[config.mk]
export PLATFORM = sky130hd
export DESIGN_NAME = pcs_rx_top
export DESIGN_NICKNAME = d
export VERILOG_FILES = /design/src/rtl/pcs_block_pkg.sv /design/src/rtl/xgmii_pkg.sv /design/src/rtl/pcs_rx_top.sv /design/src/rtl/rx_block_classifier.sv /design/src/rtl/rx_decoder_fsm.sv /design/src/rtl/rx_descrambler.sv
export VERILOG_INCLUDE_DIRS = /design/src /design/src/rtl
export SDC_FILE = /design/constraint.sdc
export NUM_CORES = 1
export LEC_CHECK = 0
export BUFFER_PORTS_ARGS = -buffer_cell sky130_fd_sc_hd__buf_2
export CAP_MARGIN = 20
export CORE_ASPECT_RATIO = 1.1
export CORE_MARGIN = 2
export CORE_UTILIZATION = 40
export CTS_CLUSTER_SIZE = 20
export DETAILED_ROUTE_END_ITERATION = 8
export GPL_ROUTABILITY_DRIVEN = 0
export REMOVE_ABC_BUFFERS = 1
export SYNTH_ARGS = -nofsm -noshare
export SYNTH_HDL_FRONTEND = slang
export SYNTH_SLANG_ARGS = --single-unit
[constraint.sdc]
create_clock -name clock -period 5.2 [get_ports clock]
set_clock_uncertainty 0.2 [all_clocks]
set_input_delay 0.52 -clock clock [delete_from_list [all_inputs] [get_ports clock]]
set_output_delay 0.52 -clock clock [all_outputs]
set_load 0.005 [all_outputs]
[src/rtl/pcs_rx_macros.svh]
// ~~~~~~~~~~~~~~~~~~~~~~~~~~~~~~~~~~~~~~~~~~~~~~~~~
// Fixed widths of the 10GBASE-R receive decode path.
// Include this in any file that sizes a block, a
// header, the lane set or the descrambler history.
// ~~~~~~~~~~~~~~~~~~~~~~~~~~~~~~~~~~~~~~~~~~~~~~~~~

`ifndef PCS_RX_MACROS_SVH
`define PCS_RX_MACROS_SVH

`define PCS_DATA_W  64 // block payload, also the XGMII data word.

`define PCS_CTRL_W  8  // XGMII lanes, one control flag each.

`define PCS_HDR_W   2  // sync header.

`define PCS_SCR_LEN 58 // descrambler history, x^58 + x^39 + 1.

`endif

[src/rtl/pcs_block_pkg.sv]
// ~~~~~~~~~~~~~~~~~~~~~~~~~~~~~~~~~~~~~~~~~~~~~~~~~
// Block level definitions of the receive PCS.
// Sync header codes, block type field codes, the
// block classes seen by the decoder and the states
// of the receive sequence FSM.
// ~~~~~~~~~~~~~~~~~~~~~~~~~~~~~~~~~~~~~~~~~~~~~~~~~

`include "pcs_rx_macros.svh"

package pcs_block_pkg;

	typedef logic [`PCS_HDR_W-1:0] sync_hdr_t;

	localparam sync_hdr_t SH_DATA = 2'b01;
	localparam sync_hdr_t SH_CTRL = 2'b10;

	// first payload byte of a control block.
	typedef logic [7:0] blk_type_t;

	localparam blk_type_t BT_IDLE   = 8'h1E; // all control.
	localparam blk_type_t BT_START0 = 8'h78;
	localparam blk_type_t BT_TERM0  = 8'h87;
	localparam blk_type_t BT_TERM1  = 8'h99;
	localparam blk_type_t BT_TERM2  = 8'hAA;
	localparam blk_type_t BT_TERM3  = 8'hB4;
	localparam blk_type_t BT_TERM4  = 8'hCC;
	localparam blk_type_t BT_TERM5  = 8'hD2;
	localparam blk_type_t BT_TERM6  = 8'hE1;
	localparam blk_type_t BT_TERM7  = 8'hFF;

	// class of a received block.
	typedef enum logic [2:0] {
		TYPE_D,
		TYPE_S,
		TYPE_C,
		TYPE_T,
		TYPE_E
	} r_type_t;

	typedef enum logic [2:0] {
		RX_INIT,
		RX_C,
		RX_D,
		RX_T,
		RX_E
	} rx_state_t;

endpackage

[src/rtl/xgmii_pkg.sv]
// ~~~~~~~~~~~~~~~~~~~~~~~~~~~~~~~~~~~~~~~~~~~~~~~~~
// XGMII side definitions of the receive PCS.
// Word types, lane characters and the two fixed
// words the decoder can emit in place of data.
// Lane 0 sits in the low byte of the data word.
// ~~~~~~~~~~~~~~~~~~~~~~~~~~~~~~~~~~~~~~~~~~~~~~~~~

`include "pcs_rx_macros.svh"

package xgmii_pkg;

	typedef logic [`PCS_DATA_W-1:0] xgmii_data_t;
	typedef logic [`PCS_CTRL_W-1:0] xgmii_ctrl_t;

	localparam logic [7:0] XG_IDLE  = 8'h07;
	localparam logic [7:0] XG_START = 8'hFB;
	localparam logic [7:0] XG_TERM  = 8'hFD;
	localparam logic [7:0] XG_ERROR = 8'hFE;
	localparam logic [7:0] XG_SEQ   = 8'h9C;

	// local fault, sequence in lanes 0 and 4.
	localparam xgmii_data_t XG_LF_DATA = {
		8'h01, 8'h00, 8'h00, XG_SEQ,
		8'h01, 8'h00, 8'h00, XG_SEQ
	};
	localparam xgmii_ctrl_t XG_LF_CTRL = 8'h11;

	// replaces any block that breaks the sequence.
	localparam xgmii_data_t XG_ERR_DATA = {`PCS_CTRL_W{XG_ERROR}};
	localparam xgmii_ctrl_t XG_ERR_CTRL = {`PCS_CTRL_W{1'b1}};

endpackage

[src/rtl/pcs_rx_top.sv]
// ~~~~~~~~~~~~~~~~~~~~~~~~~~~~~~~~~~~~~~~~~~~~~~~~~
// Receive decode path of a 10GBASE-R style PCS.
// Takes aligned 66-bit blocks marked by i_valid and
// gives XGMII words with a one cycle o_valid pulse.
// Holding i_valid low stalls every stage together.
// ~~~~~~~~~~~~~~~~~~~~~~~~~~~~~~~~~~~~~~~~~~~~~~~~~

`timescale 1ns/1ps

`include "pcs_rx_macros.svh"

module pcs_rx_top (
	input  logic                     clock,
	input  logic                     i_reset,
	input  logic                     i_valid,
	input  pcs_block_pkg::sync_hdr_t i_header,
	input  logic [`PCS_DATA_W-1:0]   i_payload,
	output xgmii_pkg::xgmii_data_t   o_data,
	output xgmii_pkg::xgmii_ctrl_t   o_ctrl,
	output logic                     o_valid
);
	import pcs_block_pkg::*;
	import xgmii_pkg::*;

	sync_hdr_t              dsc_header; // stage 1 contents.
	logic [`PCS_DATA_W-1:0] dsc_payload;
	logic                   dsc_filled;

	r_type_t     cls_r_type; // stage 2 contents.
	r_type_t     cls_r_type_next;
	xgmii_data_t cls_data;
	xgmii_ctrl_t cls_ctrl;
	logic        cls_primed;

	rx_descrambler u_descrambler (
		.clock     (clock),
		.i_reset   (i_reset),
		.i_valid   (i_valid),
		.i_header  (i_header),
		.i_payload (i_payload),
		.o_header  (dsc_header),
		.o_payload (dsc_payload),
		.o_filled  (dsc_filled)
	);

	rx_block_classifier u_classifier (
		.clock         (clock),
		.i_reset       (i_reset),
		.i_valid       (i_valid),
		.i_header      (dsc_header),
		.i_payload     (dsc_payload),
		.i_filled      (dsc_filled),
		.o_r_type      (cls_r_type),
		.o_r_type_next (cls_r_type_next),
		.o_data        (cls_data),
		.o_ctrl        (cls_ctrl),
		.o_primed      (cls_primed)
	);

	rx_decoder_fsm u_decoder_fsm (
		.clock         (clock),
		.i_reset       (i_reset),
		.i_valid       (i_valid),
		.i_primed      (cls_primed),
		.i_r_type      (cls_r_type),
		.i_r_type_next (cls_r_type_next),
		.i_data        (cls_data),
		.i_ctrl        (cls_ctrl),
		.o_data        (o_data),
		.o_ctrl        (o_ctrl),
		.o_valid       (o_valid)
	);

endmodule

[src/rtl/rx_block_classifier.sv]
// ~~~~~~~~~~~~~~~~~~~~~~~~~~~~~~~~~~~~~~~~~~~~~~~~~
// Stage 2 of the receive decode path.
// Classifies the descrambled block as D, S, C, T or E
// and decodes it into an XGMII word. The class of the
// block still in stage 1 is passed on as lookahead.
// ~~~~~~~~~~~~~~~~~~~~~~~~~~~~~~~~~~~~~~~~~~~~~~~~~

`timescale 1ns/1ps

`include "pcs_rx_macros.svh"

module rx_block_classifier (
	input  logic                     clock,
	input  logic                     i_reset,
	input  logic                     i_valid,
	input  pcs_block_pkg::sync_hdr_t i_header,
	input  logic [`PCS_DATA_W-1:0]   i_payload,
	input  logic                     i_filled,
	output pcs_block_pkg::r_type_t   o_r_type,
	output pcs_block_pkg::r_type_t   o_r_type_next,
	output xgmii_pkg::xgmii_data_t   o_data,
	output xgmii_pkg::xgmii_ctrl_t   o_ctrl,
	output logic                     o_primed
);
	import pcs_block_pkg::*;
	import xgmii_pkg::*;

	localparam int LANE_W = `PCS_DATA_W / `PCS_CTRL_W;
	localparam int CODE_W = 7; // control code in an all-control block.

	blk_type_t                      block_type;
	logic [`PCS_DATA_W-1:0]         body; // payload past the type field.
	logic                           term_hit;
	logic [$clog2(`PCS_CTRL_W)-1:0] term_lane;
	r_type_t                        dec_type;
	xgmii_data_t                    dec_data;
	xgmii_ctrl_t                    dec_ctrl;

	assign block_type = i_payload[LANE_W-1:0];
	assign body = i_payload >> LANE_W;

	// lane of the terminate character.
	always_comb
	begin
		term_hit = 1'b1;
		term_lane = '0;
		case (block_type)
			BT_TERM0: term_lane = 3'd0;
			BT_TERM1: term_lane = 3'd1;
			BT_TERM2: term_lane = 3'd2;
			BT_TERM3: term_lane = 3'd3;
			BT_TERM4: term_lane = 3'd4;
			BT_TERM5: term_lane = 3'd5;
			BT_TERM6: term_lane = 3'd6;
			BT_TERM7: term_lane = 3'd7;
			default:  term_hit = 1'b0;
		endcase
	end

	always_comb
	begin
		dec_type = TYPE_E;
		dec_data = XG_ERR_DATA;
		dec_ctrl = XG_ERR_CTRL;
		if (i_header == SH_DATA)
		begin
			dec_type = TYPE_D;
			dec_data = i_payload;
			dec_ctrl = '0;
		end
		else if (i_header == SH_CTRL)
		begin
			if (block_type == BT_IDLE)
			begin
				dec_type = TYPE_C;
				dec_ctrl = '1;
				for (int j = 0; j < `PCS_CTRL_W; j++)
				begin
					// only code 0x00 is idle here.
					if (i_payload[LANE_W + CODE_W*j +: CODE_W] == '0)
						dec_data[LANE_W*j +: LANE_W] = XG_IDLE;
					else
						dec_data[LANE_W*j +: LANE_W] = XG_ERROR;
				end
			end
			else if (block_type == BT_START0)
			begin
				dec_type = TYPE_S;
				dec_data = {i_payload[`PCS_DATA_W-1:LANE_W], XG_START};
				dec_ctrl = 8'h01;
			end
			else if (term_hit)
			begin
				dec_type = TYPE_T;
				dec_ctrl = XG_ERR_CTRL << term_lane; // data lanes below the terminate.
				for (int j = 0; j < `PCS_CTRL_W; j++)
				begin
					if (j < term_lane)
						dec_data[LANE_W*j +: LANE_W] = body[LANE_W*j +: LANE_W];
					else if (j == term_lane)
						dec_data[LANE_W*j +: LANE_W] = XG_TERM;
					else
						dec_data[LANE_W*j +: LANE_W] = XG_IDLE;
				end
			end
		end
	end

	// empty stage 1 reads as an error block.
	assign o_r_type_next = i_filled ? dec_type : TYPE_E;

	always_ff @(posedge clock or posedge i_reset)
	begin
		if (i_reset)
		begin
			o_r_type <= TYPE_E;
			o_primed <= 1'b0;
		end
		else if (i_valid)
		begin
			o_r_type <= o_r_type_next;
			o_primed <= o_primed | i_filled;
		end
	end

	always_ff @(posedge clock)
	begin
		if (i_valid)
		begin
			o_data <= dec_data;
			o_ctrl <= dec_ctrl;
		end
	end

	a_r_type_legal: assert property (@(posedge clock) disable iff (i_reset)
		o_r_type inside {TYPE_D, TYPE_S, TYPE_C, TYPE_T, TYPE_E});

endmodule

[src/rtl/rx_decoder_fsm.sv]
// ~~~~~~~~~~~~~~~~~~~~~~~~~~~~~~~~~~~~~~~~~~~~~~~~~
// Stage 3, the receive sequence FSM.
// Forwards the decoded word of each block whose place
// in the sequence is legal and puts the error word in
// place of the rest. A terminate is checked against
// the class of the block after it.
// ~~~~~~~~~~~~~~~~~~~~~~~~~~~~~~~~~~~~~~~~~~~~~~~~~

`timescale 1ns/1ps

module rx_decoder_fsm (
	input  logic                   clock,
	input  logic                   i_reset,
	input  logic                   i_valid,
	input  logic                   i_primed,
	input  pcs_block_pkg::r_type_t i_r_type,
	input  pcs_block_pkg::r_type_t i_r_type_next,
	input  xgmii_pkg::xgmii_data_t i_data,
	input  xgmii_pkg::xgmii_ctrl_t i_ctrl,
	output xgmii_pkg::xgmii_data_t o_data,
	output xgmii_pkg::xgmii_ctrl_t o_ctrl,
	output logic                   o_valid
);
	import pcs_block_pkg::*;
	import xgmii_pkg::*;

	rx_state_t state;
	rx_state_t state_next;
	logic      advance;
	logic      next_ok;

	// a decision needs a held block and its successor.
	assign advance = i_valid & i_primed;

	// a terminate must be followed by start or control.
	assign next_ok = (i_r_type_next == TYPE_S) || (i_r_type_next == TYPE_C);

	always_comb
	begin
		state_next = state;
		case (state)
			RX_INIT, RX_C, RX_T:
			begin
				if (i_r_type == TYPE_C)
					state_next = RX_C;
				else if (i_r_type == TYPE_S)
					state_next = RX_D;
				else
					state_next = RX_E;
			end

			RX_D:
			begin
				if (i_r_type == TYPE_D)
					state_next = RX_D;
				else if (i_r_type == TYPE_T && next_ok)
					state_next = RX_T;
				else
					state_next = RX_E; // start or control inside a frame.
			end

			RX_E:
			begin
				if (i_r_type == TYPE_C)
					state_next = RX_C;
				else if (i_r_type == TYPE_S || i_r_type == TYPE_D)
					state_next = RX_D;
				else if (i_r_type == TYPE_T && next_ok)
					state_next = RX_T;
				else
					state_next = RX_E;
			end

			default:
			begin
				state_next = RX_E;
			end
		endcase
	end

	always_ff @(posedge clock or posedge i_reset)
	begin
		if (i_reset)
		begin
			state <= RX_INIT;
			o_data <= XG_LF_DATA; // local fault until the first decision.
			o_ctrl <= XG_LF_CTRL;
			o_valid <= 1'b0;
		end
		else
		begin
			o_valid <= advance; // one cycle pulse.
			if (advance)
			begin
				state <= state_next;
				if (state_next == RX_E)
				begin
					o_data <= XG_ERR_DATA;
					o_ctrl <= XG_ERR_CTRL;
				end
				else
				begin
					o_data <= i_data;
					o_ctrl <= i_ctrl;
				end
			end
		end
	end

	// output words only move on a stalled-free cycle.
	a_valid_after_strobe: assert property (@(posedge clock) disable iff (i_reset)
		o_valid |-> $past(i_valid));

endmodule

[src/rtl/rx_descrambler.sv]
// ~~~~~~~~~~~~~~~~~~~~~~~~~~~~~~~~~~~~~~~~~~~~~~~~~
// Stage 1 of the receive decode path.
// Registers the sync header and descrambles the
// payload with the self-synchronizing x^58 + x^39 + 1
// polynomial. Advances only when i_valid is high.
// ~~~~~~~~~~~~~~~~~~~~~~~~~~~~~~~~~~~~~~~~~~~~~~~~~

`timescale 1ns/1ps

`include "pcs_rx_macros.svh"

module rx_descrambler (
	input  logic                     clock,
	input  logic                     i_reset,
	input  logic                     i_valid,
	input  pcs_block_pkg::sync_hdr_t i_header,
	input  logic [`PCS_DATA_W-1:0]   i_payload,
	output pcs_block_pkg::sync_hdr_t o_header,
	output logic [`PCS_DATA_W-1:0]   o_payload,
	output logic                     o_filled
);
	localparam int TAP_B = 38; // x^39 term, x^58 is the top bit.

	logic [`PCS_SCR_LEN-1:0] scr_history; // newest bit at 0.
	logic [`PCS_SCR_LEN-1:0] hist_walk;
	logic [`PCS_DATA_W-1:0]  descr;

	// bit 0 is first on the line.
	always_comb
	begin
		hist_walk = scr_history;
		for (int i = 0; i < `PCS_DATA_W; i++)
		begin
			descr[i] = i_payload[i] ^ hist_walk[TAP_B] ^ hist_walk[`PCS_SCR_LEN-1];
			hist_walk = {hist_walk[`PCS_SCR_LEN-2:0], i_payload[i]}; // history holds line bits.
		end
	end

	always_ff @(posedge clock or posedge i_reset)
	begin
		if (i_reset)
		begin
			scr_history <= '0;
			o_filled <= 1'b0;
		end
		else if (i_valid)
		begin
			scr_history <= hist_walk;
			o_filled <= 1'b1; // a block is now held.
		end
	end

	always_ff @(posedge clock)
	begin
		if (i_valid)
		begin
			o_header <= i_header;
			o_payload <= descr;
		end
	end

	// the whole pipeline stalls on this strobe.
	a_valid_known: assert property (@(posedge clock) disable iff (i_reset)
		!$isunknown(i_valid));

endmodule

==> run_results.csv, run 1 <==
group,metric,value,unit
clocking,clkSinkCount,277,
worst_setup_path,crit_chain,"nand4_1 > nor2_2 > nor4_2 > buf_4 > and2_1 > nor3_2 > a21oi_1",
floorplan,core,30430,um^2
power,power_density,404.2,nW/um^2
global_routing,grt_pass1_vias,7924,
clocking,cts_buffers,29,
yosys,async_flop_share,50.18,%
sta,rsz0062_at_grt,"no",
floorplan,start_util,40.59,%
clocking,clockBufferDepth,3,
drt,wirelength,31.25,mm
floorplan,ioPinCount,142,
worst_setup_path,endpoint_kind,"register",
sta,tightest_slew,0.8587,ns
drt,drc_errors,0,
cells_and_area,fillers,2771,
sta,fin_crit_sh,59.82,%
worst_hold_path,hold_path_class,"in -> reg",
power,p_leak,0.004957,uW
sta,final.min_clock_period,3.111,ns
global_routing,grt_use_total,19.25,%
worst_setup_path,start_kind,"register",
cells_and_area,drive_gt1_share,27.52,%
worst_setup_path,slowest_delay,0.63,ns
worst_setup_path,critPathTopFamily,"simple AND/OR/NAND/NOR gates",
global_routing,grt_antenna_before_repair,0,
drt,dr_total_vias,8027,
clocking,cts_max_level,1,
worst_setup_path,cp_num_buf_inv,1,
clocking,cts_post_setup_buffers_inserted,0,
yosys,ys_types,73,
sta,final-hold-violation-count,0,
worst_setup_path,critPathKind,"reg -> reg",
clocking,cts_tree,"built",
worst_setup_path,cp_slowest_cell,"edfxtp_1",
clocking,path_clk_slew,0.06,ns
placement,placed_area,13450,um^2
floorplan,die_y,188.3,um
worst_setup_path,cp.depth,7,
placement,io_buffers,141,
sta,fmax,321.5,MHz
drt,avgRoutedWirePerCell,20.78,um
drt,via_per_inst,5.337,
placement,hpwl,22.58,mm
floorplan,dieArea,32300,um^2
drt,final_antenna_net_count,0,
sta,timing.final.max_slew_violations,0,
yosys,yosys_warnings,0,
cells_and_area,diodes,0,
sta,tns,0,ns
yosys,synth_edf_count,138,
power,power,5827,uW
yosys,netlist_area,12350,um^2
worst_setup_path,crit_arrival,3.19,ns
global_routing,grt_pass1_wl,47.40,mm
job,maxCapViolations,0,
power,max-vdd-ir-drop,0.0002350,V
sta,setup_viol,0,
yosys,ys_ff_latch,277,
worst_setup_path,crit_fanout,13,
floorplan,fp.dieW,171.6,um
clocking,clock_latency,0.55,ns
global_routing,gr-total-overflow,0,
drt,drt_iter0_markers,778,
drt,first_pass_iters,5,
cells_and_area,finalInstanceArea,14420,um^2
worst_setup_path,cp.required,5.28,ns
worst_hold_path,hold_depth,2,
sta,relSlewSlack,42.75,%
cells_and_area,area_growth,16.70,%
yosys,syn_inst,929,
worst_setup_path,rr_worst_depth,7,
clocking,cts_root_buf,"clkbuf_16",
yosys,synthFlopType,"edfxtp_1",
cells_and_area,fin_nets,1136,
yosys,synth.yosys.seq_area_share,61.84,%
status,status,"complete, no violations",
yosys,syn_avg_cell_area,13.30,um^2
floorplan,rows,67,
global_routing,grt_max_degree,90,
-- synth_stat cells (5+ instances only) --
cell / instances / area [um^2]
edfxtp_1: 138 / 4144
xnor2_1: 129 / 1130
dfrtp_1: 126 / 3153
nand2_1: 73 / 274.0
o22a_1: 70 / 613.1
mux2_2: 58 / 653.1
nor2_1: 46 / 172.7
a21oi_1: 28 / 140.1
clkbuf_1: 26 / 97.59
a211oi_1: 20 / 150.1
o21ai_0: 18 / 90.09
inv_1: 16 / 60.06
buf_2: 15 / 75.07
dfstp_2: 13 / 341.6
nand2b_1: 12 / 75.07
nor3_1: 11 / 55.05
nand3_1: 9 / 45.04
nor2b_1: 8 / 50.05
o21a_1: 8 / 60.06
nor4_1: 7 / 43.79
o22ai_1: 6 / 37.54
a31oi_1: 5 / 31.28
o21ai_1: 5 / 25.02
o221a_2: 5 / 56.30
-- repair_timing --
action / CTS / global route
hold endpoints to repair: 11 / 0
hold buffers: 3 / 0
endpoints found under the setup margin: 0 / 0
resized for setup: 0 / 0
-- power breakdown --
| group | internal [uW] | switching (uW) | total (uW) |
|---|---|---|---|
| combinational | 423 | 443 | 866 |
| clock | 1200 | 841 | 2040 |
| sequential | 2650 | 275 | 2920 |
| total | 4270 | 1560 | 5830 |
-- through the flow --
step / hold slack (ns) / util [%] / worst slack, ns / instances
after detailed placement: 0.2417 / 44.19 / 2.027 / 1447
after global routing: 0.01778 / 47.37 / 1.970 / 1504
after CTS: 0.01118 / 47.37 / 2.130 / 1504
after global placement: 0.2402 / 44.19 / 2.043 / 1447
final: 0.02484 / 47.37 / 2.089 / 1504
after floorplan: 0.2350 / - / 0.7770 / 883
-- cells in the final DEF (no fill, tap or decap), drive strengths merged, types with 10 or more instances in the layout --
cell	netlist	routed
nand3	10	10
nor2	49	49
mux2	58	58
o21ai	26	26
nand2b	12	12
nor4	10	10
dfstp	13	13
nor2b	10	10
a211oi	21	21
nor3	14	14
clkbuf	26	43
xnor2	129	129
nand2	73	73
dfrtp	126	126
o22a	70	70
buf	20	149
a21oi	30	30
inv	17	18
edfxtp	138	138
-- layer usage --
metal | part of all wire, % | vias to the layer above | global-route usage, % | wire length, um
met2 | 46 | 356 | 30.11 | 14520
met5 | 0 | - | 0 | 0
met4 | 3.3 | 0 | 6.780 | 1017
li1 | - | 3680 | - | -
met3 | 7.4 | 69 | 3.235 | 2317
met1 | 43 | 3922 | 27.11 | 13400
-- area by class of cell --
cell class | instances | area, um^2 | area share [%]
Sequential cell | 277 | 7639 | 52.99
Multi-Input combinational cell | 589 | 4439 | 30.80
Clock buffer | 42 | 824.5 | 5.720
Timing Repair Buffer | 153 | 812.0 | 5.633
Tap cell | 414 | 518.0 | 3.593
Clock inverter | 12 | 113.9 | 0.7899
Inverter | 17 | 68.82 | 0.4774
-- flip-flops by register name, summed over array words and instances, names as in the netlist, 2 cells and up --
signal and cells:
u_classifier.o_r_type 3, u_decoder_fsm.o_ctrl 8, u_classifier.o_ctrl 8, u_decoder_fsm.state 3, u_descrambler.o_header 2, u_descrambler.scr_history 58
u_classifier.o_data 64, u_decoder_fsm.o_data 64, u_descrambler.o_payload 64
-- final timing paths --
path	start	endpoint	slack, ns
max in group asynchronous	i_reset	u_decoder_fsm.o_data[10]	3.53
worst min-delay path	i_payload[59]	u_descrambler.scr_history[4]	0.02
worst max-delay path	u_descrambler.o_payload[1]	u_classifier.o_data[47]	2.09
worst min register to register	u_classifier.o_data[12]	u_decoder_fsm.o_data[12]	0.26
min in group asynchronous	i_reset	u_descrambler.scr_history[0]	0.22
worst max register to register	u_descrambler.o_payload[1]	u_classifier.o_data[47]	2.09
-- kinds of logic after synthesis --
| kind of cell | share of synthesized area [%] |
|---|---|
| flops | 61.84 |
| fa+ha+maj | 0.08104 |
| xor+xnor | 9.147 |
| buf+inv | 2.309 |
| compound gates | 11.76 |
| mux | 5.288 |
| simple gates | 9.573 |
(Power assumes the default switching activity.)
==> run 2: changes to the inputs <==
- clock period: 5.2 -> 3.05 ns (I/O delays scaled with it)
==> run 2 against run 1 <==
  * Worst hold slack got worse by 0.013 ns
  * Power increased by 74%
  * Cell count increased by 4.9%
  * Clock-buffer cell count decreased by 3
  * Via count increased by 1.7%
  * Worst setup slack got worse by 1.8 ns
  * Routed wire length decreased by 0.33%
  * Non-clock buffer count increased by 73
  * Highest routed layer unchanged
==> run_results.csv, run 2 (synthesized netlist as in run 1, its figures left out) <==
group,metric,value,unit
status,status,"complete, no violations",
drt,via_per_inst,5.176,
power,power_switching_share,26.21,%
worst_setup_path,rr_startpoint,"u_descrambler.o_payload[2]",
power,max-vdd-ir-drop,0.0003382,V
power,power_frac_comb,15.4,%
worst_setup_path,critPathKind,"reg -> reg",
clocking,cts_max_level,1,
clocking,cts_post_setup_buffers_inserted,0,
global_routing,grt_pass1_vias,8209,
cells_and_area,final_common_cell,"buf_2",
sta,final-hold-violation-count,0,
power,clockPowerShare,35.5,%
worst_setup_path,start_kind,"register",
sta,tightest_slew,0.8000,ns
drt,avgRoutedWirePerCell,19.75,um
power,intPower,7485,uW
cells_and_area,final_cell_mix,"140 x buf_2, 138 x edfxtp_1, 129 x xnor2_1, 126 x dfrtp_1, 73 x nand2_1",
global_routing,grt_pass1_wl,47.87,mm
clocking,clockBufferDepth,3,
clocking,path_clk_slew,0.06,ns
clocking,cts_tree,"built",
drt,drt_iter0_markers,712,
cells_and_area,fillers,2701,
worst_setup_path,crit_fanout,11,
cells_and_area,multi_input_area,4439,um^2
floorplan,ioPinCount,142,
global_routing,grt_max_degree,134,
floorplan,rows,67,
sta,fmax,368.6,MHz
worst_setup_path,endpoint_kind,"register",
cells_and_area,layout.area.seq,7639,um^2
global_routing,grt_use_total,19.37,%
sta,rsz0062_at_grt,"no",
sta,relSlewSlack,46.66,%
floorplan,fp.dieW,171.6,um
power,power_density,667.4,nW/um^2
cells_and_area,fin_nets,1209,
floorplan,die_y,188.3,um
cells_and_area,area_growth,23.06,%
power,power.net_switching,2659,uW
placement,io_buffers,141,
sta,tns,0,ns
global_routing,grt_antenna_before_repair,1,
worst_setup_path,cp.required,3.13,ns
drt,drc_errors,0,
cells_and_area,drive_gt1_share,27.09,%
sta,setup_viol,0,
power,p_seq_share,49.1,%
worst_hold_path,worstHoldStart,"i_payload[1]",
placement,hpwl,22.62,mm
floorplan,start_util,40.59,%
power,p_leak,0.005313,uW
floorplan,core,30430,um^2
drt,wirelength,31.14,mm
cells_and_area,final_cell_count_no_fill,1577,
drt,first_pass_iters,5,
sta,timing.final.max_slew_violations,0,
clocking,clkSinkCount,277,
clocking,clock_latency,0.54,ns
cells_and_area,diodes,0,
cells_and_area,top_regs,"u_classifier.o_data: 64 flops, u_decoder_fsm.o_data: 64 flops, u_descrambler.o_payload: 64 flops",
sta,final.min_clock_period,2.713,ns
sta,fin_crit_sh,88.94,%
global_routing,gr-total-overflow,0,
clocking,cts_buffers,29,
drt,final_antenna_net_count,0,
floorplan,dieArea,32300,um^2
worst_setup_path,crit_start,"u_descrambler.o_payload[2]",
worst_hold_path,hold_path_class,"in -> reg",
clocking,ctsResizeCount,0,
job,maxCapViolations,0,
clocking,cts_root_buf,"clkbuf_16",
worst_setup_path,crit_arrival,2.79,ns
placement,place_inst,1460,
placement,dp_slack,0.4061,ns
sta,fin_ws,0.3373,ns
drt,dr_total_vias,8162,
[run 2: final cells by class]
cell class	count	area share, %
Sequential cell	277	50.26
Multi-Input combinational cell	589	29.21
Timing Repair Buffer	226	10.18
Clock buffer	39	5.491
Tap cell	414	3.408
Clock inverter	15	1.004
Inverter	17	0.4527
[run 2: worst max-delay path, cell delays in order, from the launching register on]
cell	delay, ns
edfxtp_1	0.55
and4bb_1	0.36
nand4b_1	0.18
and3_1	0.31
and2_1	0.18
buf_4	0.19
a211oi_4	0.34
a211oi_1	0.13
[run 2: final timing paths]
kind | endpoint | slack (ns) | cells past startpoint
setup / recovery | u_classifier.o_data[31] | 0.34 | 7
hold / removal | u_descrambler.o_payload[59] | 0.01 | 3
setup reg to reg | u_classifier.o_data[31] | 0.34 | 7
hold reg to reg | u_decoder_fsm.o_data[60] | 0.26 | 1
max in group asynchronous | u_descrambler.scr_history[18] | 1.71 | 4
min in group asynchronous | u_decoder_fsm.o_data[63] | 0.17 | 3
[run 2: what timing repair did]
item | CTS | global route
hold buffers | 63 | 0
hold endpoints to repair | 159 | 0
endpoints found under the setup margin | 0 | 0
[run 2: per-stage QoR]
step / hold WS, ns / power (uW) / instance area (um^2) / util, %
floorplan: 0.1968 / 5777 / 12130 / -
global placement: 0.2129 / 6535 / 13580 / 44.63
detailed placement: 0.2064 / 6567 / 13580 / 44.63
CTS: 0.007099 / 10240 / 15200 / 49.95
global route: 0.04217 / 10610 / 15200 / 49.95
finish: 0.01181 / 10140 / 15200 / 49.95
[run 2: power by group through the flow]
stage                     logic (uW)  registers, uW  clock network [uW]
final                           1560           4980                3600
after global routing            1720           5030                3850
after CTS                       1580           4980                3680
after detailed placement        1520           5050                   0
after global placement          1490           5040                   0
after floorplan                  903           4870                   0
[run 2: routing by layer]
metal / share of wire [%] / routed length, um / GRT usage, % / vias up
met5: 0 / 0 / 0 / -
met4: 3.3 / 1042 / 6.421 / 0
met3: 5.8 / 1803 / 3.172 / 69
met2: 47 / 14790 / 31.56 / 295
met1: 43 / 13510 / 26.35 / 3970
li1: - / - / - / 3828
